<file path="src/source/hbm_reader_macros.svh">
`ifndef HBM_READER_MACROS_SVH
`define HBM_READER_MACROS_SVH

// bus widths
`define HBM_ADDR_W       33      // 8G byte space
`define HBM_DATA_W       256     // one channel beat
`define OUT_DATA_W       512     // ch1 beat over ch0 beat
`define ID_W             6
`define BURST_LEN        4       // beats per burst, arlen = BURST_LEN-1
`define BURST_CNT_W      16
`define STRIDE_W         32
`define WORD_CNT_W       18      // burst count times BURST_LEN

// read data fifo
`define FIFO_DEPTH_BITS  4       // 16 entries
`define FIFO_AFULL       8       // rready drops at this fill

// parameter word layout
`define PARAM_W          128
`define PRM_ADDR_LSB     0
`define PRM_BURSTS_LSB   64
`define PRM_STRIDE_LSB   96

`endif

</file>
<file path="src/source/hbm_reader_pkg.sv">
`include "hbm_reader_macros.svh"

package hbm_reader_pkg;

    // controller states
    typedef enum logic [1:0] {
        CTRL_IDLE,
        CTRL_ISSUE,
        CTRL_DRAIN,
        CTRL_DONE
    } ctrl_state_t;

    // controller to address generator opcodes
    typedef enum logic [1:0] {
        OP_NONE,
        OP_LOAD,    // take base, stride, count
        OP_RUN      // issue bursts
    } ch_op_t;

    typedef logic [`HBM_ADDR_W-1:0]  hbm_addr_t;
    typedef logic [`BURST_CNT_W-1:0] burst_cnt_t;
    typedef logic [`HBM_DATA_W-1:0]  beat_t;
    typedef logic [`OUT_DATA_W-1:0]  word_t;

endpackage

</file>
<file path="src/source/param_regs.sv">
`timescale 1ns/100ps
`include "hbm_reader_macros.svh"

module param_regs (
    input  logic                        hbm_clk,
    input  logic                        hbm_rstn,
    input  logic                        capture_i,
    input  logic [`PARAM_W-1:0]         params_i,
    output hbm_reader_pkg::hbm_addr_t   base_addr_o,
    output hbm_reader_pkg::burst_cnt_t  num_bursts_o,
    output logic [`STRIDE_W-1:0]        stride_o
);

    logic [`HBM_ADDR_W-1:0]  base_addr_q;
    logic [`BURST_CNT_W-1:0] num_bursts_q;
    logic [`STRIDE_W-1:0]    stride_q;

    //////////////////////////////
    // field capture
    //////////////////////////////
    always_ff @(posedge hbm_clk) begin
        if (!hbm_rstn) begin
            base_addr_q  <= '0;
            num_bursts_q <= '0;
            stride_q     <= '0;
        end else if (capture_i) begin
            base_addr_q  <= params_i[`PRM_ADDR_LSB   +: `HBM_ADDR_W];   // byte address
            num_bursts_q <= params_i[`PRM_BURSTS_LSB +: `BURST_CNT_W];  // bursts per channel
            stride_q     <= params_i[`PRM_STRIDE_LSB +: `STRIDE_W];     // bytes between bursts
        end
        // otherwise hold, fields live on between runs
    end

    assign base_addr_o  = base_addr_q;
    assign num_bursts_o = num_bursts_q;
    assign stride_o     = stride_q;

endmodule

</file>
<file path="config.mk">
export PLATFORM = sky130hd
export DESIGN_NAME = param_regs
export DESIGN_NICKNAME = d
export VERILOG_FILES = /design/src/source/hbm_reader_pkg.sv /design/src/source/param_regs.sv
export VERILOG_INCLUDE_DIRS = /design/src /design/src/source
export SDC_FILE = /design/constraint.sdc
export NUM_CORES = 1
export LEC_CHECK = 0
export ABC_CLOCK_PERIOD_IN_PS = 950
export BUFFER_PORTS_ARGS = -buffer_cell sky130_fd_sc_hd__clkbuf_2
export CORE_UTILIZATION = 25
export DETAILED_ROUTE_END_ITERATION = 8
export PLACE_DENSITY = 0.59
export SYNTH_ARGS = -nofsm -noshare
export SYNTH_HDL_FRONTEND = slang
export SYNTH_SLANG_ARGS = --single-unit
</file>
<file path="constraint.sdc">
create_clock -name hbm_clk -period 0.95 [get_ports hbm_clk]
set_input_delay 0.19 -clock hbm_clk [delete_from_list [all_inputs] [get_ports hbm_clk]]
set_output_delay 0.19 -clock hbm_clk [all_outputs]
set_load 0.05 [all_outputs]
</file>
# Yosys cells after proc, flatten, opt, wreduce, memory -nomap -nowiden

Cells that the tools add are included.

Register bits: 81

# Logic depth before layout (Yosys ltp)

Word-level depth: 0
Gate-level depth with buffers: 4

# Least setup slack after synthesis

No wires, ideal clock.

Kind: reg2reg
Start point: reg, netlist name base_addr_o[0]
End point: reg base_addr_q[0], in the netlist base_addr_o[0]
Library setup time: 0.066 ns
Data arrival time: 0.838 ns
Required time: 0.884 ns
Path slack: 0.047 ns
Cell stages (with the launch flop): 3
Path through: dfxtp_1 -> mux2i_1 -> nor2b_1

RTL lines:

| item                 | line             | source |
|---|---|---|
| to (signal assigned) | param_regs.sv:27 | `` base_addr_q <= params_i[`PRM_ADDR_LSB +: `HBM_ADDR_W]; `` |
| to (decl)            | param_regs.sv:14 | `` logic [`HBM_ADDR_W-1:0] base_addr_q; `` |

# Worst setup path in the final report

Start point: reg stride_q[9], in the netlist stride_o[9]
End point: out stride_o[9]

RTL lines:

| item                   | line             | source |
|---|---|---|
| from (decl)            | param_regs.sv:16 | `` logic [`STRIDE_W-1:0] stride_q; `` |
| from (signal assigned) | param_regs.sv:29 | `` stride_q <= params_i[`PRM_STRIDE_LSB +: `STRIDE_W]; `` |
| to (decl)              | param_regs.sv:11 | `` output logic [`STRIDE_W-1:0] stride_o `` |

No word-level cell between the ends.

==> reports/qor.csv <==
stage,metric,value,unit
outcome,outcome,finished with violations,
outcome,failing checks,negative setup slack,
floorplanning,Die Y,113,um
power_and_ir_drop,Peak VDD IR,0.635,mV
timing,hold slack,119,ps
worst_setup_path,Critical R2R Launch,base_addr_o[1],
logic_synthesis,"Cell Area, Synth",3110,um2
global_route,"Remaining Overflow, GRT",0,
logic_synthesis,Avg Inst Size Synth,11.9,um2
hold_path,HP Class,input port to register,
floorplanning,die area,12900,um2
flow_run,max_cap viols,0,
global_route,vias in the first global route,2488,
timing,Final WS setup,-88.9,ps
logic_synthesis,Post-Syn Nets,392,
worst_setup_path,Setup crit start kind,register,
logic_synthesis,Adder-Cell Fraction of Synth Area,0,%
routing,Top Metal Used,met4,
power_and_ir_drop,leakage power,2.55,nW
floorplanning,I/O pins,212,
timing,fin crit share,109,%
routing,Post-DRT Antenna Nets,0,
hold_path,hold depth,3,
hold_path,Hold Crit Start,params_i[65],
worst_setup_path,Critical Path RT,760,ps
clocking,TritonCTS Buffers,9,
routing,routed wire length,7610,um
routing,Iteration-0 DRC Markers,85,
routing,met2 WL,3650,um
clocking,Longest Clk Path Bufs,2,
timing,final setup vio count,81,
clocking,clock slew at reported path FFs,60,ps
final_layout,# diodes,0,
worst_setup_path,CP max-delay cell,dfxtp_2,
logic_synthesis,unique cell type count in the Yosys netlist,7,
place,Inst Count DP,582,
global_route,Global Route Usage Sum,12.2,%
logic_synthesis,Main synth FF type,dfxtp_1,
worst_setup_path,flop2flop setup slack,170,ps
timing,TNS Setup,-4930,ps
logic_synthesis,share of flip-flops with an asynchronous set or reset,0,%
place,Placer Congestion,0.641,
routing,M1 WL,3300,um
timing,Least-Margin Pin Slew,239,ps
timing,unrepaired setup endpoints after global routing,true,
routing,DR WL/cell,12.7,um
floorplanning,DIE WIDTH,113,um
routing,post-DR vias/cell,3.96,
power_and_ir_drop,Power Density,1630,nW/um2
logic_synthesis,Post-synth EDFFs,0,
worst_setup_path,CP max stage delay,350,ps
routing,via count,2373,
logic_synthesis,Yosys top cell by area,dfxtp_1,
worst_setup_path,CP cell instances,clkbuf_16,
clocking,CTS Hold Bufs,0,
clocking,worst skew pair latency,330,ps
timing,Worst Skew,0,ps
floorplanning,Core Region,12100,um2
logic_synthesis,top cell type's share of synthesized area,52.2,%
logic_synthesis,leading cell types by count after synthesis,"81 x dfxtp_1, 81 x mux2i_1, 81 x nor2b_1",
global_route,global-route wire length before repair,12000,um
worst_setup_path,Worst path top cell family by delay,flip-flops,
logic_synthesis,Synth Register Bits,81,
final_layout,area added between synthesis and finish,78.0,%
final_layout,Reg area,1730,um2
worst_setup_path,critical path endpoint category,output pin,
clocking,H-tree levels,3,
routing,met3 wire length,464,um
logic_synthesis,post-synthesis compound-gate area fraction,0,%
timing,final hold vios,0,
worst_setup_path,critical path type,register to output pin,
logic_synthesis,yosys warns,0,
final_layout,share of layout cells above drive strength 1,61.9,%
routing,drt drc,0,
global_route,initial antenna violation count,0,
worst_setup_path,FF-to-FF End,base_addr_o[1],
worst_setup_path,Bufs and invs on worst path,1,
hold_path,Hold Crit Endpoint,num_bursts_o[1],
worst_setup_path,Critical Path AT,850,ps
global_route,largest net degree at the start of global routing,68,
place,HPWL Detailed,4760,um
logic_synthesis,Synth area leaders,"dfxtp_1 52%, mux2i_1 26%, nor2b_1 16%",
worst_setup_path,Crit Path Max Fanout,2,
logic_synthesis,simple logic cell fraction of the synthesized area,16.3,%
final_layout,Layout Cells excl Fill,599,
final_layout,nets@finish,560,
worst_setup_path,Reg2Reg Depth,3,
logic_synthesis,register area share after synthesis,52.2,%
final_layout,Multi-input gate area,1320,um2
logic_synthesis,Post-Syn Instances,261,
timing,Slew HR,84.1,%
floorplanning,initial core utilization,25.7,%
timing,Slew Limit Fails,0,
logic_synthesis,largest family of logic cells by synthesized area,multiplexers,
clocking,TritonCTS Sinks,81,
logic_synthesis,Synth Area in XOR/XNOR,0,%
clocking,Clock Root Buffer,clkbuf_16,
timing,minimum clock period,1040,ps
timing,Max Freq,0.963,GHz
clocking,CTS tree,yes,
final_layout,fill cell count,1065,
logic_synthesis,mux share of post-synthesis cell area,26.1,%
routing,drt first pass iters,3,
floorplanning,# rows,40,
place,PortBufs,164,
[power breakdown]
part	total, mW	switching [mW]	leakage (nW)	internal [mW]
clock network	3.02	1.23	0.124	1.79
logic	2.14	1.09	1.72	1.05
registers	3.83	0.184	0.698	3.65
total	8.99	2.50	2.55	6.49
[worst register-to-register path, cell delays in order (launching register included)]
cell and delay (ps):
dfxtp_2 330, buf_4 120, mux2i_1 150, nor2b_1 70
[how the worst max path moves through the flow]
stage / startpoint / to / cells past startpoint
final: stride_o[9] / stride_o[9] / 1
after global routing: stride_o[9] / stride_o[9] / 1
after CTS: stride_o[9] / stride_o[9] / 1
after detailed placement: capture_i / stride_o[11] / 4
after global placement: capture_i / num_bursts_o[9] / 4
after floorplan: base_addr_o[0] / base_addr_o[0] / 2
[cells in the final DEF, fill, tap and decap left out, drive strengths merged]
master,synthesis,layout
clkbuf,9,121
dfxtp,81,81
clkinv,0,1
nor2b,81,81
mux2i,81,81
buf,9,66
[cells by family (layout without fill, tap and decap cells)]
family / after synthesis / after routing
multiplexers: 81 / 81
AND/OR/NAND/NOR: 81 / 81
flip-flops: 81 / 81
buffers and inverters: 18 / 188
[stage by stage]
step	utilization (%)	area [um2]	total power [mW]	worst slack, ps
detailed placement	33.7	4060	5.40	-97.0
CTS	45.1	5440	9.04	-112
floorplan	-	3110	4.96	46.6
finish	45.8	5530	8.99	-88.9
global route	45.8	5530	9.43	-130
global placement	33.7	4060	5.37	-62.5
[flip-flops by register name, indices dropped and copies added (netlist names)]
name / count
base_addr_o: 33
stride_o: 32
num_bursts_o: 16
[area by class of cell]
class | instances | area share, %
well taps | 168 | 3.80
clock buffers | 12 | 4.46
repair buffers | 175 | 36.6
clock inverters | 1 | 0.0905
flip-flops and latches | 81 | 31.2
multi-input cells | 162 | 23.8
[layer usage]
layer,track usage [%],vias to the layer above
met5,0,-
met1,14.5,1060
met3,3.77,16
met2,19.9,100
li1,-,1197
met4,6.67,0
[repair_timing]
| action | 4_1_cts | 5_1_grt |
|---|---|---|
| setup buffers | 2 | 2 |
| endpoints found under the setup margin | 81 | 81 |
| resized for setup | 270 | 55 |
| pin swaps | 0 | 0 |
Note: power is estimated with default switching activity, not from simulation.
