<file path="config.mk">
export PLATFORM = sky130hd
export DESIGN_NAME = rdata_fifo
export DESIGN_NICKNAME = d
export VERILOG_FILES = /design/src/source/hbm_reader_pkg.sv /design/src/source/rdata_fifo.sv
export VERILOG_INCLUDE_DIRS = /design/src /design/src/source
export SDC_FILE = /design/constraint.sdc
export NUM_CORES = 2
export LEC_CHECK = 0
export BUFFER_PORTS_ARGS = -buffer_cell sky130_fd_sc_hd__buf_2
export CAP_MARGIN = 20
export CELL_PAD_IN_SITES_DETAIL_PLACEMENT = 0
export CELL_PAD_IN_SITES_GLOBAL_PLACEMENT = 2
export CORE_MARGIN = 1
export CORE_UTILIZATION = 30
export DETAILED_ROUTE_END_ITERATION = 6
export GPL_TIMING_DRIVEN = 0
export PLACE_DENSITY_LB_ADDON = 0.1
export SKIP_LAST_GASP = 1
export SYNTH_ARGS = -nofsm -noshare
export SYNTH_HDL_FRONTEND = slang
export SYNTH_SLANG_ARGS = --single-unit
</file>
<file path="constraint.sdc">
create_clock -name hbm_clk -period 32.5 [get_ports hbm_clk]
set_input_delay 3.25 -clock hbm_clk [delete_from_list [all_inputs] [get_ports hbm_clk]]
set_output_delay 3.25 -clock hbm_clk [all_outputs]
set_load 0.02 [all_outputs]
</file>
<file path="src/source/hbm_reader_macros.svh">
`ifndef HBM_READER_MACROS_SVH
`define HBM_READER_MACROS_SVH

// bus widths
`define HBM_ADDR_W       33      // 8G byte space
`define HBM_DATA_W       256     // one channel beat
`define OUT_DATA_W       512     // ch1 beat over ch0 beat
`define ID_W             6
`define BURST_LEN        4       // beats per burst, arlen = BURST_LEN-1
`define BURST_CNT_W      16
`define STRIDE_W         32
`define WORD_CNT_W       18      // burst count times BURST_LEN

// read data fifo
`define FIFO_DEPTH_BITS  4       // 16 entries
`define FIFO_AFULL       8       // rready drops at this fill

// parameter word layout
`define PARAM_W          128
`define PRM_ADDR_LSB     0
`define PRM_BURSTS_LSB   64
`define PRM_STRIDE_LSB   96

`endif

</file>
<file path="src/source/hbm_reader_pkg.sv">
`include "hbm_reader_macros.svh"

package hbm_reader_pkg;

    // controller states
    typedef enum logic [1:0] {
        CTRL_IDLE,
        CTRL_ISSUE,
        CTRL_DRAIN,
        CTRL_DONE
    } ctrl_state_t;

    // controller to address generator opcodes
    typedef enum logic [1:0] {
        OP_NONE,
        OP_LOAD,    // take base, stride, count
        OP_RUN      // issue bursts
    } ch_op_t;

    typedef logic [`HBM_ADDR_W-1:0]  hbm_addr_t;
    typedef logic [`BURST_CNT_W-1:0] burst_cnt_t;
    typedef logic [`HBM_DATA_W-1:0]  beat_t;
    typedef logic [`OUT_DATA_W-1:0]  word_t;

endpackage

</file>
<file path="src/source/rdata_fifo.sv">
`timescale 1ns/100ps
`include "hbm_reader_macros.svh"

module rdata_fifo (
    input  logic                    hbm_clk,
    input  logic                    hbm_rstn,
    input  logic                    rvalid_i,
    input  hbm_reader_pkg::beat_t   rdata_i,
    input  logic                    rlast_i,
    output logic                    rready_o,
    input  logic                    pop_i,
    output hbm_reader_pkg::beat_t   dout_o,
    output logic                    empty_o
);
    import hbm_reader_pkg::*;

    beat_t                      mem [0:(1 << `FIFO_DEPTH_BITS)-1];
    beat_t                      dout_q;
    logic [`FIFO_DEPTH_BITS-1:0] wr_ptr, rd_ptr;
    logic [`FIFO_DEPTH_BITS:0]   count;
    logic [7:0]                  beat_cnt;     // position inside current burst
    logic                        rready_q;
    logic                        wr, rd, full, afull;

    assign wr      = rvalid_i && rready_q;
    assign rd      = pop_i && !empty_o;
    assign empty_o = (count == '0);
    assign full    = (count == (`FIFO_DEPTH_BITS+1)'(1 << `FIFO_DEPTH_BITS));
    assign afull   = (count >= (`FIFO_DEPTH_BITS+1)'(`FIFO_AFULL));  // headroom for 1 late beat
    assign rready_o = rready_q;
    assign dout_o   = dout_q;

    always_ff @(posedge hbm_clk) begin
        if (!hbm_rstn) begin
            wr_ptr   <= '0;
            rd_ptr   <= '0;
            count    <= '0;
            beat_cnt <= '0;
            rready_q <= 1'b0;
        end else begin
            rready_q <= !afull;         // back-pressure, one cycle late
            if (wr) wr_ptr <= wr_ptr + 1'b1;
            if (rd) rd_ptr <= rd_ptr + 1'b1;
            case ({wr, rd})
                2'b10:   count <= count + 1'b1;
                2'b01:   count <= count - 1'b1;
                default: count <= count;
            endcase
            if (wr) beat_cnt <= (beat_cnt == 8'(`BURST_LEN - 1)) ? '0 : beat_cnt + 1'b1;
        end
    end

    // storage and registered read
    always_ff @(posedge hbm_clk) begin
        if (wr) mem[wr_ptr] <= rdata_i;
        if (rd) dout_q      <= mem[rd_ptr];   // valid the cycle after pop
    end

    a_rlast_pos: assert property (@(posedge hbm_clk) disable iff (!hbm_rstn)
        wr |-> rlast_i == (beat_cnt == 8'(`BURST_LEN - 1)));
    a_no_overflow: assert property (@(posedge hbm_clk) disable iff (!hbm_rstn)
        wr |-> !full);

endmodule

</file>
* Word level (Yosys, flattened, before mapping) *
Memories as Yosys holds them, arrays and structs flattened. A register that Yosys moved wholly into a read port is not among the register bits.
Index checks and enable logic that the tools add are counted.

operators by class
  add/sub/neg operators = 4
  $lt $le $gt $ge = 1
  equal/unequal tests = 2
  multiplexer cells = 3
  reductions and logical operators = 6

operator list
  kind                                                                    number
  5-bit case mux with 2 select lines                                      1
  4-bit by 1-bit adder with 4-bit output (second input constant)          2
  5-bit by 1-bit adder with 5-bit output (second input constant)          1
  5-bit by 4-bit >= comparator with 1-bit output (second input constant)  1
  5-bit logical NOT                                                       1
  5-bit by 1-bit subtractor with 5-bit output (second input constant)     1
  2-bit by 1-bit equality test with 1-bit output (second input constant)  1
  2-bit equality test (second input constant)                             1
  1-bit logical AND                                                       2
  1-bit logical NOT                                                       2
  1-bit two-way mux                                                       2
  2-bit nonzero test                                                      1

word-level totals
  bits in registers = 14
  memory bits (writable) = 4096
  output and inout port bits = 258
  memories = 1

memory list
  name  words  width  rd ports  clocked after memory_dff  wr ports  RTL line          text
  mem   16     256    1         1                         1         rdata_fifo.sv:17  beat_t mem [0:(1 << `FIFO_DEPTH_BITS)-1];

* Logic depth before layout (Yosys ltp) *
  word-level depth = 5
  gate-level depth with buffers = 10

* Worst setup path after synthesis *
Ideal clock, no wire load.

  kind = input port to flip-flop
  start = input port rvalid_i
  end = memory mem[3][0] (netlist bit), enable pin
  arrival time = 21002 ps
  required time = 31314 ps
  setup slack = 10312 ps
  stages = 4
  path through = and2_1 -> clkbuf_1 -> nand2_1 -> nor3_1

on the way
  longest elaborated chain between the ends = 3

ends and longest elaborated chain
  element                                  RTL line          text
  start, declared                          rdata_fifo.sv:7   input logic rvalid_i,
  1-bit logical AND                        rdata_fifo.sv:25  assign wr = rvalid_i && rready_q;
  1-bit two-way mux                        rdata_fifo.sv:55  if (wr) mem[wr_ptr] <= rdata_i;
  1-bit two-way mux (implied by the code)  rdata_fifo.sv:55
  end, declared                            rdata_fifo.sv:17

No other way between the ends.

* Worst setup path in the final report *
  start = input port rvalid_i
  end = memory mem[2][70] (netlist bit), enable pin

The elaborated chain is that of the path after synthesis.

==> metrics.md <==
| Metric | Value |
|---|---|
| Status | finished with violations |
| Failing checks | DRC |
| Max-slew headroom | 22.7% |
| Fin Clk Skew | 116 ps |
| Grt ovf | 0 |
| Flop pwr share | 48.1% |
| Simple-gate share of the synthesized area | 0.786% |
| Io pins | 519 |
| DRT iter0 DRCs | 6401 |
| Synthesized flop and latch total | 4366 |
| Slowest CP cell | nor3_2 |
| Commonest non-fill, non-tap cells in the layout | edfxtp_1 (4352), mux4_2 (1024), buf_2 (639) |
| Final setup vio count | 0 |
| Mux share of post-synthesis cell area | 14.4% |
| Data arrival, critical path | 6550 ps |
| Maximum VDD drop | 73.2 uV |
| Final WL | 503 mm |
| Largest family of logic cells by synthesized area | multiplexers |
| Post-Synth Adder-Cell Area | 0.0824% |
| Syn nets | 6882 |
| Placed Area | 179000 um2 |
| WP data required | 33190 ps |
| Post-CTS Setup Inserts | 0 |
| Ratio of cells with drive above 1 in the final layout | 32.7% |
| Worst Hold Depth | 1 |
| Worst Slack Setup Final | 26640 ps |
| Clock buffer depth | 4 |
| Endpoint type of the worst setup path | flip-flop |
| CP Max Fanout | 8 |
| Synthesized area | 161000 um2 |
| Switching power | 3630 uW |
| Most frequent CP cell | buf_6 |
| CP Cell Sequence | buf_2 > and2_1 > clkbuf_1 > nand2_1 > nor3_2 > buf_6 > buf_6 > buf_4 > buf_6 > buf_6 > buf_6 > buf_6 > buf_6 > buf_6 > buf_6 |
| Pin count of the biggest net entering global routing | 70 |
| Area growth, synth to finish | 20.8% |
| Fin crit period | 5860 ps |
| Final Max Tran Viols | 0 |
| Unrepaired setup endpoints after global routing | no |
| Reg2Reg Depth | 14 |
| Core Rows | 268 |
| Grt peak-use layer | met2 |
| Die H | 735 um |
| Period utilisation layout | 18.0% |
| CTS tree | yes |
| Hold buffers post-CTS | 0 |
| Htree depth | 5 |
| Worst slew pin tran | 1160 ps |
| Internal power | 10300 uW |
| Commonest non-fill, non-tap cell in the layout | edfxtp_1 |
| Synth unique cells | 36 |
| Vias in the first global route | 80800 |
| Sw frac | 26.1% |
| Count of input and output buffers | 517 |
| Synth Area in XOR/XNOR | 0.0381% |
| Met2 Track Usage GR | 31.6% |
| DR pass1 iterations | 7 |
| Met3 Usage GRT | 4.03% |
| Mapped Cells | 6611 |
| Clock Power Share | 37.9% |
| Max cap viols | 0 |
| Post-synthesis compound-gate area fraction | 2.34% |
| Num CTS Buffers | 485 |
| Core ar. | 533000 um2 |
| Nets | 8280 |
| CTS root buf | clkbuf_16 |
| Post-route cell area | 194000 um2 |
| Met1 Use GR | 23.7% |
| CP max stage delay | 520 ps |
| Drt via density | 4.86 |
| Post-synth EDFFs | 4352 |
| Async S/R FF share, synth | 0% |
| Initial Util | 30.2% |
| Vias | 75900 |
| Clock Latency Late Sink | 1070 ps |
| Total Routing Usage GR | 18.3% |
| Resized cells post-CTS | 0 |
| Syn. warnings | 0 |
| Leakage | 0.0603 uW |
| Drc violations | 2 |
| Crit path kind | in2reg |
| Antenna Violating Nets Remaining | 0 |
| Clock slew at reported path FFs | 60 ps |
| Startpoint types | primary input |
| P per Cell Area | 71.5 nW/um2 |
| Fmax | 171 MHz |
| Setup WS pre-CTS | 25570 ps |
| Post-detail-place hpwl | 340 mm |
| Routability cong. | 0.687 |
| Synth Area per Inst | 24.4 um2 |
| Wire per inst | 32.2 um |
| # clock sinks | 4366 |
| Hold Path Class | reg2reg |
| Final Hold Fails | 0 |
| Post-synthesis sequential area ratio | 81.3% |
| DIE AREA | 540000 um2 |
| Comb pwr share | 14.0% |
| Chip width | 735 um |
| Sum Neg Setup Slack | 0 ps |
| Initial antenna violation count | 187 |
| First-pass GRT wire length | 682 mm |
| Ys flop type | edfxtp_1 |
==> kinds of logic (layout without fill, tap and decap cells) <==
family,Yosys count,in the layout
muxes,1039,1039
and+or+nand+nor,312,312
other,0,50
AOI/OAI and AO/OA,522,522
adders and majority gates,10,10
buffers and inverters,355,2150
DFF,4366,4366
xor gates and xnor gates,7,7
==> worst paths after layout <==
path | start | slack (ps) | end
worst max register to register | rready_o | 28530 | mem[2][70]
worst min register to register | count[4] | 490 | rready_o
worst max-delay path | rvalid_i | 26640 | mem[2][70]
worst min-delay path | count[4] | 490 | rready_o
==> layer usage <==
layer  up-vias  wire (um)
met5         -        580
met4        88      12100
met3       791      31900
met2      2129     251000
met1     41400     207000
li1      31500          -
==> cells in the mapped netlist (all sizes together) (4+ instances only) <==
cell / count / area, um2
edfxtp: 4352 / 131000
mux4: 1024 / 23100
a22oi: 408 / 3060
nand2: 215 / 807
buf: 200 / 1040
clkbuf: 148 / 556
o22ai: 92 / 576
nor2: 59 / 221
mux2i: 15 / 150
a21oi: 14 / 70.1
dfxtp: 14 / 280
and2: 11 / 68.8
ha: 9 / 113
nand2b: 8 / 50.1
inv: 7 / 26.3
xnor2: 6 / 52.6
nor2b: 5 / 31.3
nor3: 4 / 20.0
==> critical path: cells and delay by family <==
kind / cells / cell delay, ps
and+or+nand+nor: 3 / 940
buffers and inverters: 12 / 2290
==> final cells by class <==
class | count | area, um2
antenna | 50 | 125
fill | 48800 | 339000
tap | 7155 | 8950
clock inverter | 265 | 2370
buffer | 348 | 1610
clock buffer | 619 | 12800
timing repair buffer | 911 | 9030
inverter | 7 | 33.8
sequential | 4366 | 131000
multi-input combinational | 1890 | 28600
==> state kept, by name, summed over array words and instances (netlist names) <==
| register | flops |
|---|---|
| mem | 4096 |
| rd_ptr | 4 |
| dout_o | 256 |
| rready_o | 1 |
| wr_ptr | 4 |
| count | 5 |
==> power by group through the flow <==
stage          registers, uW  clock network, uW  logic [uW]
6_report                6680               5270        1940
5_1_grt                 6700               5620        2100
4_1_cts                 6700               5430        2030
3_5_place_dp            6810                  0        2020
3_3_place_gp            7100                  0        1920
2_1_floorplan           6980                  0         952
==> through the flow <==
stage | total power [uW] | hold slack [ps] | util (%) | instances
finish | 13900 | 489 | 36.4 | 15600
floorplan | 7930 | 426 | - | 6611
detailed placement | 8830 | 493 | 33.6 | 14700
CTS | 14200 | 497 | 36.4 | 15600
global route | 14400 | 532 | 36.4 | 15600
global placement | 9020 | 479 | 32.3 | 14300
(Power assumes the default switching activity.)
