File: config.mk
export PLATFORM = sky130hd
export DESIGN_NAME = read_ctrl
export DESIGN_NICKNAME = d
export VERILOG_FILES = /design/src/source/hbm_reader_pkg.sv /design/src/source/read_ctrl.sv
export VERILOG_INCLUDE_DIRS = /design/src /design/src/source
export SDC_FILE = /design/constraint.sdc
export NUM_CORES = 1
export LEC_CHECK = 0
export BUFFER_PORTS_ARGS = -buffer_cell sky130_fd_sc_hd__buf_2
export CORE_UTILIZATION = 52
export CTS_CLUSTER_SIZE = 20
export DETAILED_ROUTE_END_ITERATION = 7
export GPL_TIMING_DRIVEN = 0
export HOLD_SLACK_MARGIN = 0.08
export MAX_ROUTING_LAYER = met4
export PLACE_DENSITY = 0.87
export RECOVER_POWER = 25
export SYNTH_ARGS = -nofsm -noshare
export SYNTH_HDL_FRONTEND = slang
export SYNTH_SLANG_ARGS = --single-unit
File: constraint.sdc
create_clock -name hbm_clk -period 2.4 [get_ports hbm_clk]
set_clock_uncertainty 0.15 [all_clocks]
set_input_delay 0.6 -clock hbm_clk [delete_from_list [all_inputs] [get_ports hbm_clk]]
set_output_delay 0.6 -clock hbm_clk [all_outputs]
set_load 0.005 [all_outputs]
File: src/source/hbm_reader_macros.svh
`ifndef HBM_READER_MACROS_SVH
`define HBM_READER_MACROS_SVH

// bus widths
`define HBM_ADDR_W       33      // 8G byte space
`define HBM_DATA_W       256     // one channel beat
`define OUT_DATA_W       512     // ch1 beat over ch0 beat
`define ID_W             6
`define BURST_LEN        4       // beats per burst, arlen = BURST_LEN-1
`define BURST_CNT_W      16
`define STRIDE_W         32
`define WORD_CNT_W       18      // burst count times BURST_LEN

// read data fifo
`define FIFO_DEPTH_BITS  4       // 16 entries
`define FIFO_AFULL       8       // rready drops at this fill

// parameter word layout
`define PARAM_W          128
`define PRM_ADDR_LSB     0
`define PRM_BURSTS_LSB   64
`define PRM_STRIDE_LSB   96

`endif

File: src/source/hbm_reader_pkg.sv
`include "hbm_reader_macros.svh"

package hbm_reader_pkg;

    // controller states
    typedef enum logic [1:0] {
        CTRL_IDLE,
        CTRL_ISSUE,
        CTRL_DRAIN,
        CTRL_DONE
    } ctrl_state_t;

    // controller to address generator opcodes
    typedef enum logic [1:0] {
        OP_NONE,
        OP_LOAD,    // take base, stride, count
        OP_RUN      // issue bursts
    } ch_op_t;

    typedef logic [`HBM_ADDR_W-1:0]  hbm_addr_t;
    typedef logic [`BURST_CNT_W-1:0] burst_cnt_t;
    typedef logic [`HBM_DATA_W-1:0]  beat_t;
    typedef logic [`OUT_DATA_W-1:0]  word_t;

endpackage

File: src/source/read_ctrl.sv
`timescale 1ns/100ps
`include "hbm_reader_macros.svh"

module read_ctrl (
    input  logic                        hbm_clk,
    input  logic                        hbm_rstn,
    input  logic                        params_valid_i,
    input  logic                        ch0_issued_i,
    input  logic                        ch1_issued_i,
    input  logic                        out_valid_i,
    input  hbm_reader_pkg::burst_cnt_t  num_bursts_i,
    output logic                        capture_o,
    output hbm_reader_pkg::ch_op_t      ch_op_o,
    output logic                        busy_o,
    output logic                        done_o
);
    import hbm_reader_pkg::*;

    ctrl_state_t             state;
    ch_op_t                  ch_op;
    logic [`WORD_CNT_W-1:0]  word_cnt;     // words seen this run
    logic [`WORD_CNT_W-1:0]  word_cnt_nxt;
    logic [`WORD_CNT_W-1:0]  word_target;

    assign busy_o    = (state == CTRL_ISSUE) || (state == CTRL_DRAIN);
    assign done_o    = (state == CTRL_DONE);   // low again with busy
    assign capture_o = params_valid_i && !busy_o;  // strobes ignored while busy
    assign ch_op_o   = ch_op;

    assign word_target  = `WORD_CNT_W'(num_bursts_i) * `WORD_CNT_W'(`BURST_LEN);
    assign word_cnt_nxt = word_cnt + `WORD_CNT_W'(out_valid_i);

    //////////////////////////////
    // run sequencer
    //////////////////////////////
    always_ff @(posedge hbm_clk) begin
        if (!hbm_rstn) begin
            state    <= CTRL_IDLE;
            ch_op    <= OP_NONE;
            word_cnt <= '0;
        end else begin
            case (state)
                CTRL_IDLE, CTRL_DONE: begin
                    ch_op <= OP_NONE;
                    state <= CTRL_IDLE;
                    if (capture_o) begin
                        state    <= CTRL_ISSUE;
                        ch_op    <= OP_LOAD;     // generators load next cycle
                        word_cnt <= '0;
                    end
                end
                CTRL_ISSUE: begin
                    word_cnt <= word_cnt_nxt;    // words can come out early
                    // issued flags are stale during the load cycle
                    if (ch_op == OP_RUN && ch0_issued_i && ch1_issued_i) begin
                        state <= CTRL_DRAIN;
                        ch_op <= OP_NONE;
                    end else begin
                        ch_op <= OP_RUN;
                    end
                end
                CTRL_DRAIN: begin
                    word_cnt <= word_cnt_nxt;
                    if (word_cnt_nxt == word_target) state <= CTRL_DONE;
                end
                default: state <= CTRL_IDLE;
            endcase
        end
    end

    // done only at the end of a drain, with every request issued
    a_done_after_drain: assert property (@(posedge hbm_clk) disable iff (!hbm_rstn)
        done_o |-> $past(state) == CTRL_DRAIN && $past(ch0_issued_i && ch1_issued_i));

endmodule

* Word-level counts from Yosys, hierarchy flattened
Index checks and enable logic that the tools add are counted.
** Word-level totals
- Flip-flop bits (word level) :: 22
- Output and inout port bits :: 5
- Logic and storage cells :: 30
** Cells by class
- Add/sub/neg operators :: 1
- Equal/unequal tests :: 8
- Mux-type cells :: 8
- Reductions and logical operators :: 10
** Operators with widths (count)
- case mux 18 bit (2 select lines) :: 1
- adder 18 x 1 -> 18 bit :: 1
- equality test 18 bit :: 1
- 2-to-1 mux 18 bit :: 1
- equality test 2 bit, second input constant :: 3
- 2-to-1 mux 2 bit :: 3
- case mux 2 bit (3 select lines) :: 1
- != test 2 x 1 -> 1 bit, second input constant :: 2
- case mux 2 bit (2 select lines) :: 1
- OR reduction 2 bit :: 2
- logical AND 1 bit :: 3
- equality test 2 x 1 -> 1 bit, second input constant :: 1
- zero test 2 bit :: 1
- != test 2 bit, second input constant :: 1
- AND reduction 2 bit :: 1
- nonzero test 2 bit :: 1
- zero test 1 bit :: 1
- logical OR 1 bit :: 1
- 2-to-1 mux 1 bit :: 1

* Longest topological paths before layout
- Depth after elaboration :: 6
- Depth in mapped cells :: 9
- Depth with buffers taken out :: 9

* Worst setup path after synthesis
OpenSTA, ideal clock, no wires.
- Path kind :: input to register
- Start :: in out_valid_i
- End :: reg state[0]
- Data arrival time :: 2.232 ns
- Data required time :: 2.128 ns
- Setup slack :: -0.104 ns
- Cell stages on the path :: 9
- Path through :: ha_1 -> ha_1 -> nand3_1 -> nor4_1 -> xnor2_1 -> o211ai_1 -> nor4_2 -> a21oi_2 -> mux2i_1
** On the way
- Word-level cells in the longest chain between the ends :: 4
** RTL lines
- start: declaration :: line read_ctrl.sv:10 : input logic out_valid_i,
- adder 18 x 1 -> 18 bit :: line read_ctrl.sv:31 : assign word_cnt_nxt = word_cnt + `WORD_CNT_W'(out_valid_i);
- equality test 18 bit :: line read_ctrl.sv:64 : if (word_cnt_nxt == word_target) state <= CTRL_DONE;
- != test 2 x 1 -> 1 bit (no line)
- AND reduction 2 bit (no line)
- end signal: assignment :: line read_ctrl.sv:38 : state <= CTRL_IDLE;
- end signal: assignment :: line read_ctrl.sv:64
- end signal: assignment :: line read_ctrl.sv:66 : default: state <= CTRL_IDLE;
- end: declaration :: line read_ctrl.sv:19 : ctrl_state_t state;
No other way between the ends.
A chain may end at the register's enable or synchronous reset.

* Worst setup path after layout
- Start :: reg state[0]
- End :: out capture_o
** On the way
- Word-level cells in the longest chain between the ends :: 4
- Elaborated cells between the ends (all ways) :: 5
- Classes of those cells :: eq/ne (2); reduce/logical (3)
** RTL lines
- start signal: assignment :: line read_ctrl.sv:38
- start signal: assignment :: line read_ctrl.sv:45 : state <= CTRL_IDLE;
- start signal: assignment :: line read_ctrl.sv:47 : state <= CTRL_ISSUE;
- equality test 2 x 1 -> 1 bit / equality test 2 bit (equally long branches) :: line read_ctrl.sv:25 : assign busy_o = (state == CTRL_ISSUE) || (state == CTRL_DRAIN);
- logical OR 1 bit * :: line read_ctrl.sv:25
- zero test 1 bit * :: line read_ctrl.sv:27 : assign capture_o = params_valid_i && !busy_o;
- logical AND 1 bit * :: line read_ctrl.sv:27
- end: declaration :: line read_ctrl.sv:12 : output logic capture_o,
Mark *: on every way between the ends. The rest lies on a longest branch, timed or not.

==> summary.txt <==
Initial Util - 54.4%
Layout cells sized above 1 - 28.4%
Row count - 21
Vias in the first global route - 1481
Area growth, synth to finish - 20.7%
Final non-filler cell total - 307
Core ar. - 3360 um2
Drt wl/cell - 14.8 um
Die X-Extent - 61.3 um
Family with the most delay on the worst path - buffers and inverters
H-tree depth - 1
CTS Sinks - 22
Post-synth net total - 260
Die ar. - 3760 um2
Async SR Flop Fraction - 0%
Synthesis warning total - 0
Final WL - 4540 um
Post-layout min period - 2.30 ns
Clock Latency Late Sink - 0.32 ns
Cts bufs inserted - 3
Final worst-path cycle share - 95.8%
I/O Buffers - 26
Worst path bufs/invs - 4
Peak Freq - 0.435 GHz
Hold Slack - 0.352 ns
Number of synthesized flops with an enable pin - 0
Register area - 450 um2
Root cell of the clock tree - clkbuf_4
Cell Area, Synth - 1830 um2
Most common cell after layout, fill and taps aside - buf_2
Netlist cell types - 51
Sequential fraction of the synthesis area - 24.1%
CP Data Required Time - 1.65 ns
First-pass GRT wire length - 6850 um
Most common cell on crit path - inv_1
Die height - 61.3 um
CP Max Fanout - 10
CTS tree - yes
Setup CP Type - register to primary output
Clock Pin Slew Worst Setup and Hold Paths - 0.13 ns
Num ports - 27
Remaining Overflow, GRT - 0
CP startpoint kind - register
Max-Cap Viols - 0
Measured slew at the worst slew-check pin - 0.561 ns
Initial antenna violation count - 0
Fin. Hold Viols - 0
Fill count - 272
Drc violations - 0
Max Slew Vio Count - 0
CP peak stage delay - 0.38 ns
CTS Hold Bufs - 0
Dpl cells - 303
Gr usage total - 25.3%
Worst slew margin - 62.5%
Vias post-DR - 1782
Mapped Cells - 231
Nets@finish - 291
Mapped Avg Cell Area - 7.92 um2
Cell Chain, Critical Path - inv_1 > ha_4 > clkbuf_8 > nand2_1 > inv_1 > buf_2
Initial DRC count - 180
Crit end category - primary output
Most used DFF post-synth - dfxtp_1
RD Place Congestion - 0.930
Commonest non-fill, non-tap cells in the layout - buf_2, nand2_1, xnor2_1
Pwr dens - 689 nW/um2
Total power - 1.52 mW
Slowest CP cell - dfxtp_2
Multi-input gate area - 1420 um2
Pre-antenna DRT Iters - 4
DPL Wire Length - 3090 um
Hold WC Path Type - register to register
CP arrival - 1.55 ns
Largest net degree at the start of global routing - 13
Routed Antenna Nets - 0
Clock buffer depth - 2
RSZ-0062 raised after global routing - true
Flops & latches, synth - 22
Final setup fails - 0
# diodes - 0
P_leak - 0.794 nW
DR vias/cell - 5.80
Maximum vdd drop - 515 uV
Status - finished clean
## cell families (layout without fill, tap and decap cells)
| group | Yosys count | after routing | share of synthesized area, % |
|---|---|---|---|
| compound gates | 57 | 57 | 19.8 |
| xor+xnor | 23 | 23 | 11.0 |
| fa+ha+maj | 7 | 7 | 4.79 |
| buf+inv | 20 | 50 | 4.51 |
| flops | 22 | 22 | 24.1 |
| mux | 3 | 3 | 1.64 |
| simple gates | 99 | 99 | 34.1 |
## per-stage QoR
stage / setup WS [ns] / util [%] / cell area, um2 / TNS [ns]
floorplan: -0.0727 / - / 1870 / -0.145
global placement: -0.416 / 61.3 / 2060 / -0.840
detailed placement: -0.410 / 61.3 / 2060 / -0.877
CTS: 0.00587 / 63.2 / 2130 / 0
global route: -0.0148 / 65.6 / 2210 / -0.0148
finish: 0.101 / 65.6 / 2210 / 0
## Yosys cell counts, types with 3 or more instances
master,number,area (um2)
dfxtp_1,22,440
nand2_1,22,82.6
clkbuf_1,9,33.8
inv_1,6,22.5
or3_1,4,25.0
nor2_1,17,63.8
xor2_1,5,43.8
a21oi_1,16,80.1
ha_1,7,87.6
nand3_1,5,25.0
a22oi_1,3,22.5
xnor2_1,18,158
buf_2,3,15.0
o21ai_0,17,85.1
nor2b_1,12,75.1
a31oi_1,3,18.8
nor4_1,3,18.8
a21boi_0,7,52.6
mux2i_1,3,30.0
nor3_1,7,35.0
## timing repair
action	CTS	global route
setup endpoints to repair	7	3
pin swaps	1	5
buffers inserted	2	1
resized for setup	9	15
## metal layers
| layer | wire (um) | GRT usage (%) | up-vias |
|---|---|---|---|
| met5 | 0 | - | - |
| met4 | 90 | 10.4 | 0 |
| met3 | 238 | 4.62 | 10 |
| met2 | 2210 | 39.3 | 55 |
| met1 | 1990 | 32.2 | 835 |
| li1 | - | - | 882 |
## cell type report
| cell class | count | share of cell area (%) |
|---|---|---|
| inverter | 7 | 1.25 |
| timing repair buffer | 29 | 7.20 |
| clock buffer | 4 | 1.64 |
| multi-input combinational | 189 | 64.4 |
| tap | 46 | 2.61 |
| buffer | 10 | 2.49 |
| sequential | 22 | 20.4 |
## final timing paths
check            endpoint         start  cells past startpoint  slack [ns]
max             capture_o      state[0]                      6        0.10
min          word_cnt[17]  word_cnt[17]                      2        0.35
max reg2reg      state[0]   word_cnt[0]                     10        0.11
min reg2reg  word_cnt[17]  word_cnt[17]                      2        0.35
## flip-flops by register name, indices dropped and copies added, names as in the netlist
name,cells
state,2
word_cnt,18
ch_op_o,2
## worst min-delay path, cell delays in order (launching register included)
cell,delay [ns]
dfxtp_1,0.35
nand2_1,0.05
a21boi_0,0.06
## power breakdown
| group | switching, mW | total, mW | internal [mW] | leakage [nW] |
|---|---|---|---|---|
| Sequential | 0.0421 | 0.447 | 0.404 | 0.181 |
| Combinational | 0.523 | 0.856 | 0.333 | 0.592 |
| Clock | 0.126 | 0.219 | 0.0928 | 0.0210 |
No activity file was read; power rests on OpenSTA's default activity.
