==> src/source/hbm_reader_macros.svh <==
`ifndef HBM_READER_MACROS_SVH
`define HBM_READER_MACROS_SVH

// bus widths
`define HBM_ADDR_W       33      // 8G byte space
`define HBM_DATA_W       256     // one channel beat
`define OUT_DATA_W       512     // ch1 beat over ch0 beat
`define ID_W             6
`define BURST_LEN        4       // beats per burst, arlen = BURST_LEN-1
`define BURST_CNT_W      16
`define STRIDE_W         32
`define WORD_CNT_W       18      // burst count times BURST_LEN

// read data fifo
`define FIFO_DEPTH_BITS  4       // 16 entries
`define FIFO_AFULL       8       // rready drops at this fill

// parameter word layout
`define PARAM_W          128
`define PRM_ADDR_LSB     0
`define PRM_BURSTS_LSB   64
`define PRM_STRIDE_LSB   96

`endif

==> src/source/hbm_reader_pkg.sv <==
`include "hbm_reader_macros.svh"

package hbm_reader_pkg;

    // controller states
    typedef enum logic [1:0] {
        CTRL_IDLE,
        CTRL_ISSUE,
        CTRL_DRAIN,
        CTRL_DONE
    } ctrl_state_t;

    // controller to address generator opcodes
    typedef enum logic [1:0] {
        OP_NONE,
        OP_LOAD,    // take base, stride, count
        OP_RUN      // issue bursts
    } ch_op_t;

    typedef logic [`HBM_ADDR_W-1:0]  hbm_addr_t;
    typedef logic [`BURST_CNT_W-1:0] burst_cnt_t;
    typedef logic [`HBM_DATA_W-1:0]  beat_t;
    typedef logic [`OUT_DATA_W-1:0]  word_t;

endpackage

==> src/source/ar_gen.sv <==
`timescale 1ns/100ps
`include "hbm_reader_macros.svh"

module ar_gen #(
    parameter int CH_ID = 0     // becomes arid
) (
    input  logic                        hbm_clk,
    input  logic                        hbm_rstn,
    input  hbm_reader_pkg::ch_op_t      op_i,
    input  hbm_reader_pkg::hbm_addr_t   base_addr_i,
    input  logic [`STRIDE_W-1:0]        stride_i,
    input  hbm_reader_pkg::burst_cnt_t  num_bursts_i,
    input  logic                        arready_i,
    output logic                        arvalid_o,
    output hbm_reader_pkg::hbm_addr_t   araddr_o,
    output logic [7:0]                  arlen_o,
    output logic [`ID_W-1:0]            arid_o,
    output logic                        issued_o
);
    import hbm_reader_pkg::*;

    hbm_addr_t   addr_q;        // next request address
    burst_cnt_t  remain_q;      // requests still to issue
    logic        ar_fire;

    // held high through stalls, remain only moves on a transfer
    assign arvalid_o = (op_i == OP_RUN) && (remain_q != '0);
    assign ar_fire   = arvalid_o && arready_i;

    assign araddr_o  = addr_q;
    assign arlen_o   = 8'(`BURST_LEN - 1);
    assign arid_o    = `ID_W'(CH_ID);
    assign issued_o  = (remain_q == '0);

    always_ff @(posedge hbm_clk) begin
        if (!hbm_rstn) begin
            remain_q <= '0;
        end else if (op_i == OP_LOAD) begin
            remain_q <= num_bursts_i;
        end else if (ar_fire) begin
            remain_q <= remain_q - 1'b1;
        end
    end

    // address walk, base + k * stride
    always_ff @(posedge hbm_clk) begin
        if (op_i == OP_LOAD) addr_q <= base_addr_i;
        else if (ar_fire)    addr_q <= addr_q + `HBM_ADDR_W'(stride_i);
    end

    // bus rule, request held until accepted
    a_ar_stable: assert property (@(posedge hbm_clk) disable iff (!hbm_rstn)
        arvalid_o && !arready_i |=> arvalid_o && $stable(araddr_o));

endmodule

==> config.mk <==
export PLATFORM = sky130hd
export DESIGN_NAME = ar_gen
export DESIGN_NICKNAME = d
export VERILOG_FILES = /design/src/source/hbm_reader_pkg.sv /design/src/source/ar_gen.sv
export VERILOG_INCLUDE_DIRS = /design/src /design/src/source
export SDC_FILE = /design/constraint.sdc
export NUM_CORES = 1
export LEC_CHECK = 0
export ABC_CLOCK_PERIOD_IN_PS = 4300
export BUFFER_PORTS_ARGS = -buffer_cell sky130_fd_sc_hd__buf_2
export CAP_MARGIN = 20
export CORE_MARGIN = 4
export CORE_UTILIZATION = 45
export CTS_CLUSTER_SIZE = 28
export DETAILED_ROUTE_END_ITERATION = 10
export GPL_ROUTABILITY_DRIVEN = 0
export PLACE_DENSITY = 0.69
export SYNTH_ARGS = -nofsm -noshare
export SYNTH_HDL_FRONTEND = slang
export SYNTH_SLANG_ARGS = --single-unit
==> constraint.sdc <==
create_clock -name hbm_clk -period 4.3 [get_ports hbm_clk]
set_input_delay 0.43 -clock hbm_clk [delete_from_list [all_inputs] [get_ports hbm_clk]]
set_output_delay 0.43 -clock hbm_clk [all_outputs]
set_load 0.01 [all_outputs]
======== Word-level counts from Yosys, hierarchy flattened ========
Index checks and enable logic that the tools add are counted.
cells by class
  add/sub/neg operators ................... 2
  eq/ne operators ......................... 2
  mux-type cells .......................... 4
  reduce and logical (&&, ||, !) cells .... 5
operator list
  kind                   count
  $mux 33                2
  $add 33x32->33         1
  $mux 16                2
  $logic_not 16->1       1
  $reduce_bool 16->1     1
  $sub 16x1->16 const B  1
  $eq 2x1->1 const B     1
  $eq 2x2->1 const B     1
  $logic_and 1x1->1      2
  $reduce_bool 2->1      1
storage, ports and cells
  flip-flop bits (word level) ............. 49
  input bits .............................. 86
  word-level logic and storage cells ...... 15

======== Depth between registers and ports, before layout ========
Gate-level depths: netlist of run 1.
  word-level depth ........................ 5
  mapped depth ............................ 9
  depth with buffers taken out ............ 9

======== Worst setup path before layout of run 1 ========
OpenSTA, ideal clock, no wires.
  kind .................................... register to register
  start ................................... register remain_q[0]
  end ..................................... register addr_q[0] (netlist: araddr_o[0]) (enable)
  arrival time ............................ 3.276 ns
  setup slack ............................. 0.555 ns
  cell stages (with the launch flop) ...... 6
  period minus slack after synthesis ...... 3.745 ns
  cell sequence ........................... dfxtp_1 -> inv_1 -> ha_1 -> nand3b_1 -> nor4_4 -> o21ai_0
on the way
  word-level cells in the longest chain between the ends .. 4
ends and longest elaborated chain
  what                                line          source
  from (decl)                         ar_gen.sv:23  burst_cnt_t remain_q;
  from (signal assigned)              ar_gen.sv:39  remain_q <= num_bursts_i;
  from (signal assigned)              ar_gen.sv:41  remain_q <= remain_q - 1'b1;
  $reduce_bool 16->1                  ar_gen.sv:27  assign arvalid_o = (op_i == OP_RUN) && (remain_q != '0);
  $logic_and 1x1->1                   ar_gen.sv:27
  $logic_and 1x1->1                   ar_gen.sv:28  assign ar_fire = arvalid_o && arready_i;
  $reduce_bool 2->1 (no source line)  --
  to (signal assigned)                ar_gen.sv:47  if (op_i == OP_LOAD) addr_q <= base_addr_i;
  to (signal assigned)                ar_gen.sv:48  else if (ar_fire) addr_q <= addr_q + `HBM_ADDR_W'(stride_i);
  to (decl)                           ar_gen.sv:22  hbm_addr_t addr_q;
Every way passes these cells.
A chain may end at the register's enable or synchronous reset.

======== Worst setup path after layout of run 1 ========
  start ................................... register addr_q[12] (netlist: araddr_o[12])
  end ..................................... register addr_q[30] (netlist: araddr_o[30]), data pin
on the way
  word-level cells in the longest chain between the ends .. 3
ends and longest elaborated chain
  what            line
  $add 33x32->33  ar_gen.sv:48
  $mux 33         ar_gen.sv:48
  $mux 33         ar_gen.sv:47
Every way passes these cells. The select of a mux whose other input is x is not followed.

==> results.yml, run 1 <==
yosys:
  synth_area_um2: 4300
  synth.avg_cell_area_um2: 8.14
  async_reset_ff_frac: 0
  synth_cell_type_count: 63
  synth_edf_count: 33
  yosysSeqAreaShare: 0.305
  syn_inst: 529
  synthFlopType: "edfxtp_1"
  yosys_register_bits: 49
  yosys_warnings: 0
detailed_routing:
  drc_errors: 0
  routed_via_density: 5.68
  first_pass_iters: 5
  vias: 4291
  wirelength_mm: 12.0
  ant_nets: 0
  routedWlPerCell_um: 15.8
  drt_iter0_drc: 187
timing:
  fmax_mhz: 334
  min_period_over_period: 0.696
  min_period_ps: 2990
  hold_viol: 0
  holdWs_ps: 387
  rsz0062_at_grt: "no"
  worstMarginPinSlew_ps: 697
  setup_violations: 0
  max_slew_margin: 0.534
  maxSlewViolCount: 0
  clock_skew_ps: 5.24
  setup_tns_ps: 0
min_path:
  worstHoldStart: "base_addr_i[0]"
  holdPathEnd: "araddr_o[0]"
  hold_class: "primary input to flip-flop"
  hold_depth: 3
global_routing:
  grt_pass1_vias: 4066
  antenna_found_initial: 0
  grt_overflow: 0
  grt_usage: 0.207
  grt_max_degree: 35
  grt_pass1_wl_mm: 19.3
final_layout:
  n_antenna_cell: 0
  stdcell_count: 756
  mostFrequentLayoutCells: "buf_2 (120), a21oi_1 (55), nand2_1 (54), nor2_1 (47), o21ai_0 (43)"
  final_common_cell: "buf_2"
  postLayoutCellArea_um2: 5070
  nets: 746
  layout-drive-gt1-share: 0.223
  final_util: 0.546
  area.growth.synth_to_final_pct: 17.7
critical_path:
  end_kind: "flip-flop"
  cp.arrival_ps: 3090
  reg2reg_slack_ps: 1310
  cp_max_fo: 10
  worst_ep_required_time_ps: 4400
  critPathLaunchType: "flip-flop"
  r2r_end: "araddr_o[30]"
  r2r_cells: 8
  startpoint: "araddr_o[12]"
  worstSetupPathType: "flip-flop to flip-flop"
  timing.rr.start: "araddr_o[12]"
run:
  drv_cap: 0
floorplanning:
  die-area_um2: 11200
  dieHeight_um: 106
  start_util: 0.464
  row_count: 35
  core_area_um2: 9280
  dieWidth_um: 106
  io_pins: 135
clock_tree:
  tritoncts_num_sinks: 49
  clock_path_buffers: 2
  worst_skew_pair.late_latency_ps: 300
  numCtsBuffers: 5
  clkTransAtPathRegs_ps: 90
  cts_htree_levels: 2
  cts_post_setup_buffers_inserted: 0
  cts-resized-gates: 0
  cts_tree: "done"
  ctsRootBufferMaster: "clkbuf_8"
  postCtsHoldBufs: 0
place:
  dp_cells: 748
  dpl_cell_area_um2: 4950
  dp_hpwl_mm: 9.47
  numPortBuffers: 120
power_and_ir_drop:
  p_per_area_nw_per_um2: 364
  p_leak_nw: 2.13
  ir_worst_vdd_uv: 155
outcome:
  status: "complete, no violations"
state kept, by name (all words and copies together) (netlist names):
signal and cells:
remain_q 16, araddr_o 33
per-layer routing:
layer,share of wire,up-vias,global-route usage
met5,0,-,0
met4,0.023,0,0.0629
met3,0.069,25,0.0355
met2,0.46,173,0.342
met1,0.44,1957,0.278
li1,-,2136,-
worst max-delay path, cell delays in order, from the launching register on:
cell and delay [ps]:
edfxtp_1 410, ha_1 450, and4_1 260, or3b_1 350, a2bb2oi_1 150, and3_1 230
o31ai_1 490, nor4_1 100, o41ai_1 350
stage by stage:
| step | worst slack (ps) | total power [mW] |
|---|---|---|
| 5_1_grt | 1130 | 1.98 |
| 4_1_cts | 1290 | 1.85 |
| 6_report | 1310 | 1.84 |
| 3_5_place_dp | 1200 | 1.51 |
| 3_3_place_gp | 1360 | 1.49 |
| 2_1_floorplan | 555 | 1.27 |
logic make-up after synthesis:
| group | Yosys count | share of synthesized area |
|---|---|---|
| fa+ha+maj | 34 | 0.101 |
| compound gates | 167 | 0.238 |
| other cells | 2 | 0.00174 |
| simple gates | 185 | 0.217 |
| xor+xnor | 38 | 0.0773 |
| buf+inv | 53 | 0.0584 |
| flops | 49 | 0.305 |
| mux | 1 | 0.00233 |
cells in the mapped netlist, types with 6 or more instances:
master / count / area (µm²)
o21bai_1: 6 / 45.0
a21oi_1: 55 / 275
a21o_1: 10 / 75.1
nand3_1: 11 / 55.1
edfxtp_1: 33 / 991
ha_1: 33 / 413
inv_1: 8 / 30.0
o21ai_0: 44 / 220
buf_4: 14 / 105
nor3_1: 13 / 65.1
nand2_1: 54 / 203
nor4_1: 7 / 43.8
nor2_1: 47 / 176
nand4_1: 14 / 87.6
and3_1: 6 / 37.5
dfxtp_1: 16 / 320
xor2_1: 20 / 175
a211oi_1: 8 / 60.1
clkbuf_1: 27 / 101
xnor2_1: 18 / 158
power by group:
group / total (mW) / switching (mW) / internal [mW]
Clock: 0.328 / 0.161 / 0.167
Sequential: 0.639 / 0.0408 / 0.598
Combinational: 0.876 / 0.522 / 0.355
Total: 1.84 / 0.724 / 1.12
worst max-delay path by stage:
stage	to	slack, ps	cells past startpoint
global placement	araddr_o[30]	1360	9
CTS	araddr_o[30]	1290	8
global route	araddr_o[30]	1130	8
finish	araddr_o[30]	1310	8
floorplan	araddr_o[0]	560	5
detailed placement	araddr_o[30]	1200	9
area by class of cell:
class,instances,area [µm²]
clock buffer,7,108
clock inverter,1,6.26
fill,937,4220
inverter,8,30.0
multi-input combinational,439,2810
sequential,49,1310
tap,129,161
timing repair buffer,123,643
Note: power is estimated with default switching activity, not from simulation.
==> inputs of run 2 (changes only) <==
--- a/config.mk
+++ b/config.mk
@@ -6,7 +6,7 @@
 export SDC_FILE = /design/constraint.sdc
 export NUM_CORES = 1
 export LEC_CHECK = 0
-export ABC_CLOCK_PERIOD_IN_PS = 4300
+export ABC_CLOCK_PERIOD_IN_PS = 2550
 export BUFFER_PORTS_ARGS = -buffer_cell sky130_fd_sc_hd__buf_2
 export CAP_MARGIN = 20
 export CORE_MARGIN = 4
@@ -14,7 +14,7 @@
 export CTS_CLUSTER_SIZE = 28
 export DETAILED_ROUTE_END_ITERATION = 10
 export GPL_ROUTABILITY_DRIVEN = 0
-export PLACE_DENSITY = 0.69
+export PLACE_DENSITY = 0.72
 export SYNTH_ARGS = -nofsm -noshare
 export SYNTH_HDL_FRONTEND = slang
 export SYNTH_SLANG_ARGS = --single-unit
==> constraint.sdc (replaced) <==
create_clock -name hbm_clk -period 2.55 [get_ports hbm_clk]
set_input_delay 0.255 -clock hbm_clk [delete_from_list [all_inputs] [get_ports hbm_clk]]
set_output_delay 0.255 -clock hbm_clk [all_outputs]
set_load 0.01 [all_outputs]
==> results.yml, run 2 (synthesis gave the netlist of run 1 again) <==
clock_tree:
  tritoncts_num_sinks: 49
  worst_skew_pair.late_latency_ps: 310
  clkTransAtPathRegs_ps: 110
  numCtsBuffers: 5
  cts_htree_levels: 2
  clock_path_buffers: 2
  cts_tree: "done"
  ctsRootBufferMaster: "clkbuf_8"
timing:
  setup_tns_ps: 0
  min_period_ps: 2530
  clock_skew_ps: 16.1
  setup_violations: 0
  maxSlewViolCount: 0
  holdWs_ps: 194
  max_slew_margin: 0.631
  rsz0062_at_grt: "yes"
  fmax_mhz: 396
  min_period_over_period: 0.991
  worstMarginPinSlew_ps: 553
  hold_viol: 0
critical_path:
  cp_max_fo: 3
  reg2reg_slack_ps: 20
  critPathLaunchType: "flip-flop"
  cp.arrival_ps: 2670
  r2r_cells: 9
  startpoint: "araddr_o[0]"
  critical_path.top_delay_family: "compound AO/OA/AOI/OAI gates"
  crit_buf_inv: 0
  worst_ep_required_time_ps: 2690
  worstSetupPathType: "flip-flop to flip-flop"
  path_cells: "ha_4, fa_2, a21o_1, a31oi_4, a2bb2oi_2, and3_4, o31ai_4, and4_1, o41ai_2"
  endpoint: "araddr_o[30]"
  timing.rr.start: "araddr_o[0]"
  r2r_end: "araddr_o[30]"
  critPathSlowestCell: "edfxtp_1"
  end_kind: "flip-flop"
  slowest_delay_ps: 450
  path_depth: 9
floorplanning:
  row_count: 35
  dieWidth_um: 106
  start_util: 0.464
  die-area_um2: 11200
  core_area_um2: 9280
  io_pins: 135
  dieHeight_um: 106
global_routing:
  grt_max_degree: 41
  antenna_found_initial: 0
  grt_pass1_wl_mm: 20.2
  grt_overflow: 0
  grt_usage: 0.217
  grt_pass1_vias: 4435
final_layout:
  layout-drive-gt1-share: 0.329
  mostFrequentLayoutCells: "buf_2 (120), nand2_1 (53), a21oi_1 (51), nor2_1 (47), buf_4 (46)"
  final_util: 0.607
  n_antenna_cell: 0
  final_common_cell: "buf_2"
  nets: 791
  largest_register_ffs: 33
  area.growth.synth_to_final_pct: 31.0
power_and_ir_drop:
  p_seq_frac: 0.323
  power.internal_mw: 2.01
  total_power_mw: 3.36
  p_clk_frac: 0.141
  p_leak_nw: 2.36
  switchingPower_mw: 1.35
  ir_worst_vdd_uv: 241
  p_per_area_nw_per_um2: 596
  p_comb_frac: 0.536
  switching_share: 0.402
min_path:
  hold_class: "primary input to flip-flop"
  hold_depth: 3
run:
  drv_cap: 0
detailed_routing:
  drt_iter0_drc: 256
  first_pass_iters: 5
  routed_via_density: 5.67
  drc_errors: 0
  ant_nets: 0
  routedWlPerCell_um: 16.1
  vias: 4541
  wirelength_mm: 12.9
outcome:
  status: "complete, no violations"
place:
  numPortBuffers: 120
  dp_hpwl_mm: 9.97
[run 2: cell count changes in the layout (fill, tap and decap cells not counted), sizes merged]
cell,before,now
clkinv,0,2
buf,123,168
clkbuf,7,5
[run 2: worst reg2reg max path, cell delays in order, from the launching register on]
cell and delay [ps]:
edfxtp_1 450, ha_4 200, fa_2 410, a21o_1 210
a31oi_4 160, a2bb2oi_2 170, and3_4 210, o31ai_4 70
and4_1 220, o41ai_2 260
[run 2: through the flow]
step           cell area [µm²]  cells  worst slack (ps)
3_5_place_dp              5280    788              -136
4_1_cts                   5400    797             -22.0
5_1_grt                   5640    801             -72.7
3_3_place_gp              5280    788             -3.56
6_report                  5640    801              22.0
2_1_floorplan             4390    541              -101
[run 2: layer usage]
metal  track usage  vias up  wire length (µm)
met5             0        -                 0
met4        0.0675        0               271
met3        0.0465       33              1140
met2         0.374      203              6240
met1         0.271     2078              5260
li1              -     2227                 -
[run 2: how the worst min path moves through the flow]
stage                          from     endpoint  slack, ps
finish              num_bursts_i[1]  remain_q[1]        190
floorplan           num_bursts_i[1]  remain_q[1]        400
CTS                 num_bursts_i[1]  remain_q[1]        190
detailed placement      remain_q[5]  remain_q[5]        470
global route        num_bursts_i[1]  remain_q[1]        200
global placement        remain_q[5]  remain_q[5]        460
[run 2: what timing repair did]
action,CTS,global route
setup buffers,1,4
hold endpoints to repair,0,0
resized for setup,7,39
endpoints found under the setup margin,9,13
pin swaps,2,15
hold buffers,0,0
[run 2: power groups by stage]
stage	clock network (mW)	logic (mW)	registers [mW]
after floorplan	0	1.04	1.12
after global placement	0	1.59	1.08
final	0.475	1.80	1.08
after CTS	0.495	1.65	1.08
after detailed placement	0	1.62	1.09
after global routing	0.521	1.97	1.10
[run 2: final cells by class]
type	count	area, µm²
inverters	8	30.0
clock buffers	5	68.8
well taps	129	161
repair buffers	168	986
clock inverters	3	16.3
fillers	877	3650
multi-input cells	439	3060
flip-flops and latches	49	1310
==> inputs of run 3 (changes only) <==
--- a/config.mk
+++ b/config.mk
@@ -10,11 +10,12 @@
 export BUFFER_PORTS_ARGS = -buffer_cell sky130_fd_sc_hd__buf_2
 export CAP_MARGIN = 20
 export CORE_MARGIN = 4
-export CORE_UTILIZATION = 45
+export CORE_UTILIZATION = 47
 export CTS_CLUSTER_SIZE = 28
 export DETAILED_ROUTE_END_ITERATION = 10
 export GPL_ROUTABILITY_DRIVEN = 0
-export PLACE_DENSITY = 0.72
+export GPL_TIMING_DRIVEN = 0
+export PLACE_DENSITY = 0.74
 export SYNTH_ARGS = -nofsm -noshare
 export SYNTH_HDL_FRONTEND = slang
 export SYNTH_SLANG_ARGS = --single-unit
==> results.yml, run 3 (synthesis gave the netlist of run 1 again) <==
critical_path:
  path_cells: "ha_1, buf_6, nand4_1, or3b_4, a2bb2oi_4, and3_4, o31ai_4, and4_1, o41ai_2"
  worstSetupPathType: "flip-flop to flip-flop"
  critPathLaunchType: "flip-flop"
  critical_path.top_delay_family: "simple AND/OR/NAND/NOR gates"
  cp.arrival_ps: 2740
  critPathSlowestCell: "or3b_4"
  worst_ep_required_time_ps: 2610
  slowest_delay_ps: 440
  cp_max_fo: 7
  end_kind: "flip-flop"
  crit_buf_inv: 1
power_and_ir_drop:
  p_leak_nw: 2.42
  ir_worst_vdd_uv: 263
  p_per_area_nw_per_um2: 591
  total_power_mw: 3.48
detailed_routing:
  first_pass_iters: 5
  routed_via_density: 6.02
  ant_nets: 0
  vias: 4797
  routedWlPerCell_um: 17.7
  wirelength_mm: 14.1
  drt_iter0_drc: 299
  drc_errors: 0
outcome:
  violations: "setup timing"
  status: "complete, but fails checks"
global_routing:
  grtUsageMet2: 0.393
  grt_overflow: 0
  grt_pass1_vias: 4529
  grt_pass1_wl_mm: 21.5
  grt_usage: 0.238
  grt_max_degree: 34
  busiest_layer: "met2"
  antenna_found_initial: 1
  gr-usage-met3: 0.0547
  use_met1: 0.302
min_path:
  hold_class: "primary input to flip-flop"
final_layout:
  mostFrequentLayoutCells: "buf_2 (118), nand2_1 (51), a21oi_1 (48), nor2_1 (45), o21ai_0 (39)"
  postLayoutCellArea_um2: 5890
  n_antenna_cell: 0
  nets: 808
  final_util: 0.669
  largest_register_ffs: 33
  fillers: 716
  area.growth.synth_to_final_pct: 36.8
  layout-drive-gt1-share: 0.356
  final_common_cell: "buf_2"
clock_tree:
  postCtsHoldBufs: 0
  tritoncts_num_sinks: 49
  worst_skew_pair.late_latency_ps: 320
  cts_htree_levels: 2
  clkTransAtPathRegs_ps: 110
  numCtsBuffers: 5
  ctsRootBufferMaster: "clkbuf_8"
  clock_path_buffers: 2
  cts_tree: "done"
timing:
  fmax_mhz: 373
  min_period_over_period: 1.05
  rsz0062_at_grt: "yes"
  min_period_ps: 2680
  max_slew_margin: 0.499
  setup_ws_ps: -130
  worstMarginPinSlew_ps: 751
  maxSlewViolCount: 0
  hold_viol: 0
  setup_violations: 4
  clock_skew_ps: 5.88
  holdWs_ps: 175
floorplanning:
  core_area_um2: 8810
  row_count: 34
  die-area_um2: 10800
  start_util: 0.489
  io_pins: 135
  dieHeight_um: 104
  dieWidth_um: 104
place:
  place_ws_ps: -370
  dpl_cell_area_um2: 5120
  numPortBuffers: 120
  dp_hpwl_mm: 10.0
run:
  drv_cap: 0
==> run 3: through the flow <==
step                      cells  TNS [ps]
after floorplan             541     -3560
after global placement      769    -13420
after detailed placement    769    -15970
after CTS                   787      -237
after global routing        797     -2330
final                       797      -196
==> run 3: worst register-to-register path: stages, from the launching register on <==
cell,delay [ps]
edfxtp_1,400
ha_1,310
buf_6,130
nand4_1,160
or3b_4,440
a2bb2oi_4,180
and3_4,200
o31ai_4,270
and4_1,260
o41ai_2,70
==> run 3: path summary, 6_finish.rpt <==
check                  startpoint  depth (start not counted)      endpoint  slack [ps]
setup / recovery      araddr_o[8]                          9  araddr_o[30]        -130
setup reg to reg      araddr_o[8]                          9  araddr_o[30]        -130
hold reg to reg       remain_q[5]                          1   remain_q[5]         530
hold / removal    num_bursts_i[1]                          3   remain_q[1]         170
==> run 3: final cells by class <==
class / instances / area (µm²) / share of cell area
buffer: 33 / 200 / 0.0340
inverter: 8 / 30.0 / 0.00510
multi-input combinational: 439 / 3190 / 0.541
sequential: 49 / 1320 / 0.224
clock buffer: 5 / 68.8 / 0.0117
tap: 108 / 135 / 0.0229
timing repair buffer: 152 / 923 / 0.157
clock inverter: 3 / 28.8 / 0.00489
==> run 3: routing by layer <==
layer	up-vias	part of all wire
li1	2259	-
met1	2189	0.40
met2	298	0.47
met3	49	0.099
met4	2	0.031
met5	-	0.00092
==> run 3: report_power, final <==
group          internal, mW  switching (mW)  leakage [nW]
logic                 0.823            1.04          1.92
registers              1.01          0.0741         0.448
clock network         0.208           0.322        0.0511
==> run 3: repair_timing <==
item | in CTS | in global routing
endpoints found under the setup margin | 64 | 36
gates resized for setup | 28 | 75
hold endpoints to repair | 0 | 0
buffers inserted | 13 | 16
cloned | 0 | 2
pin swaps | 9 | 42
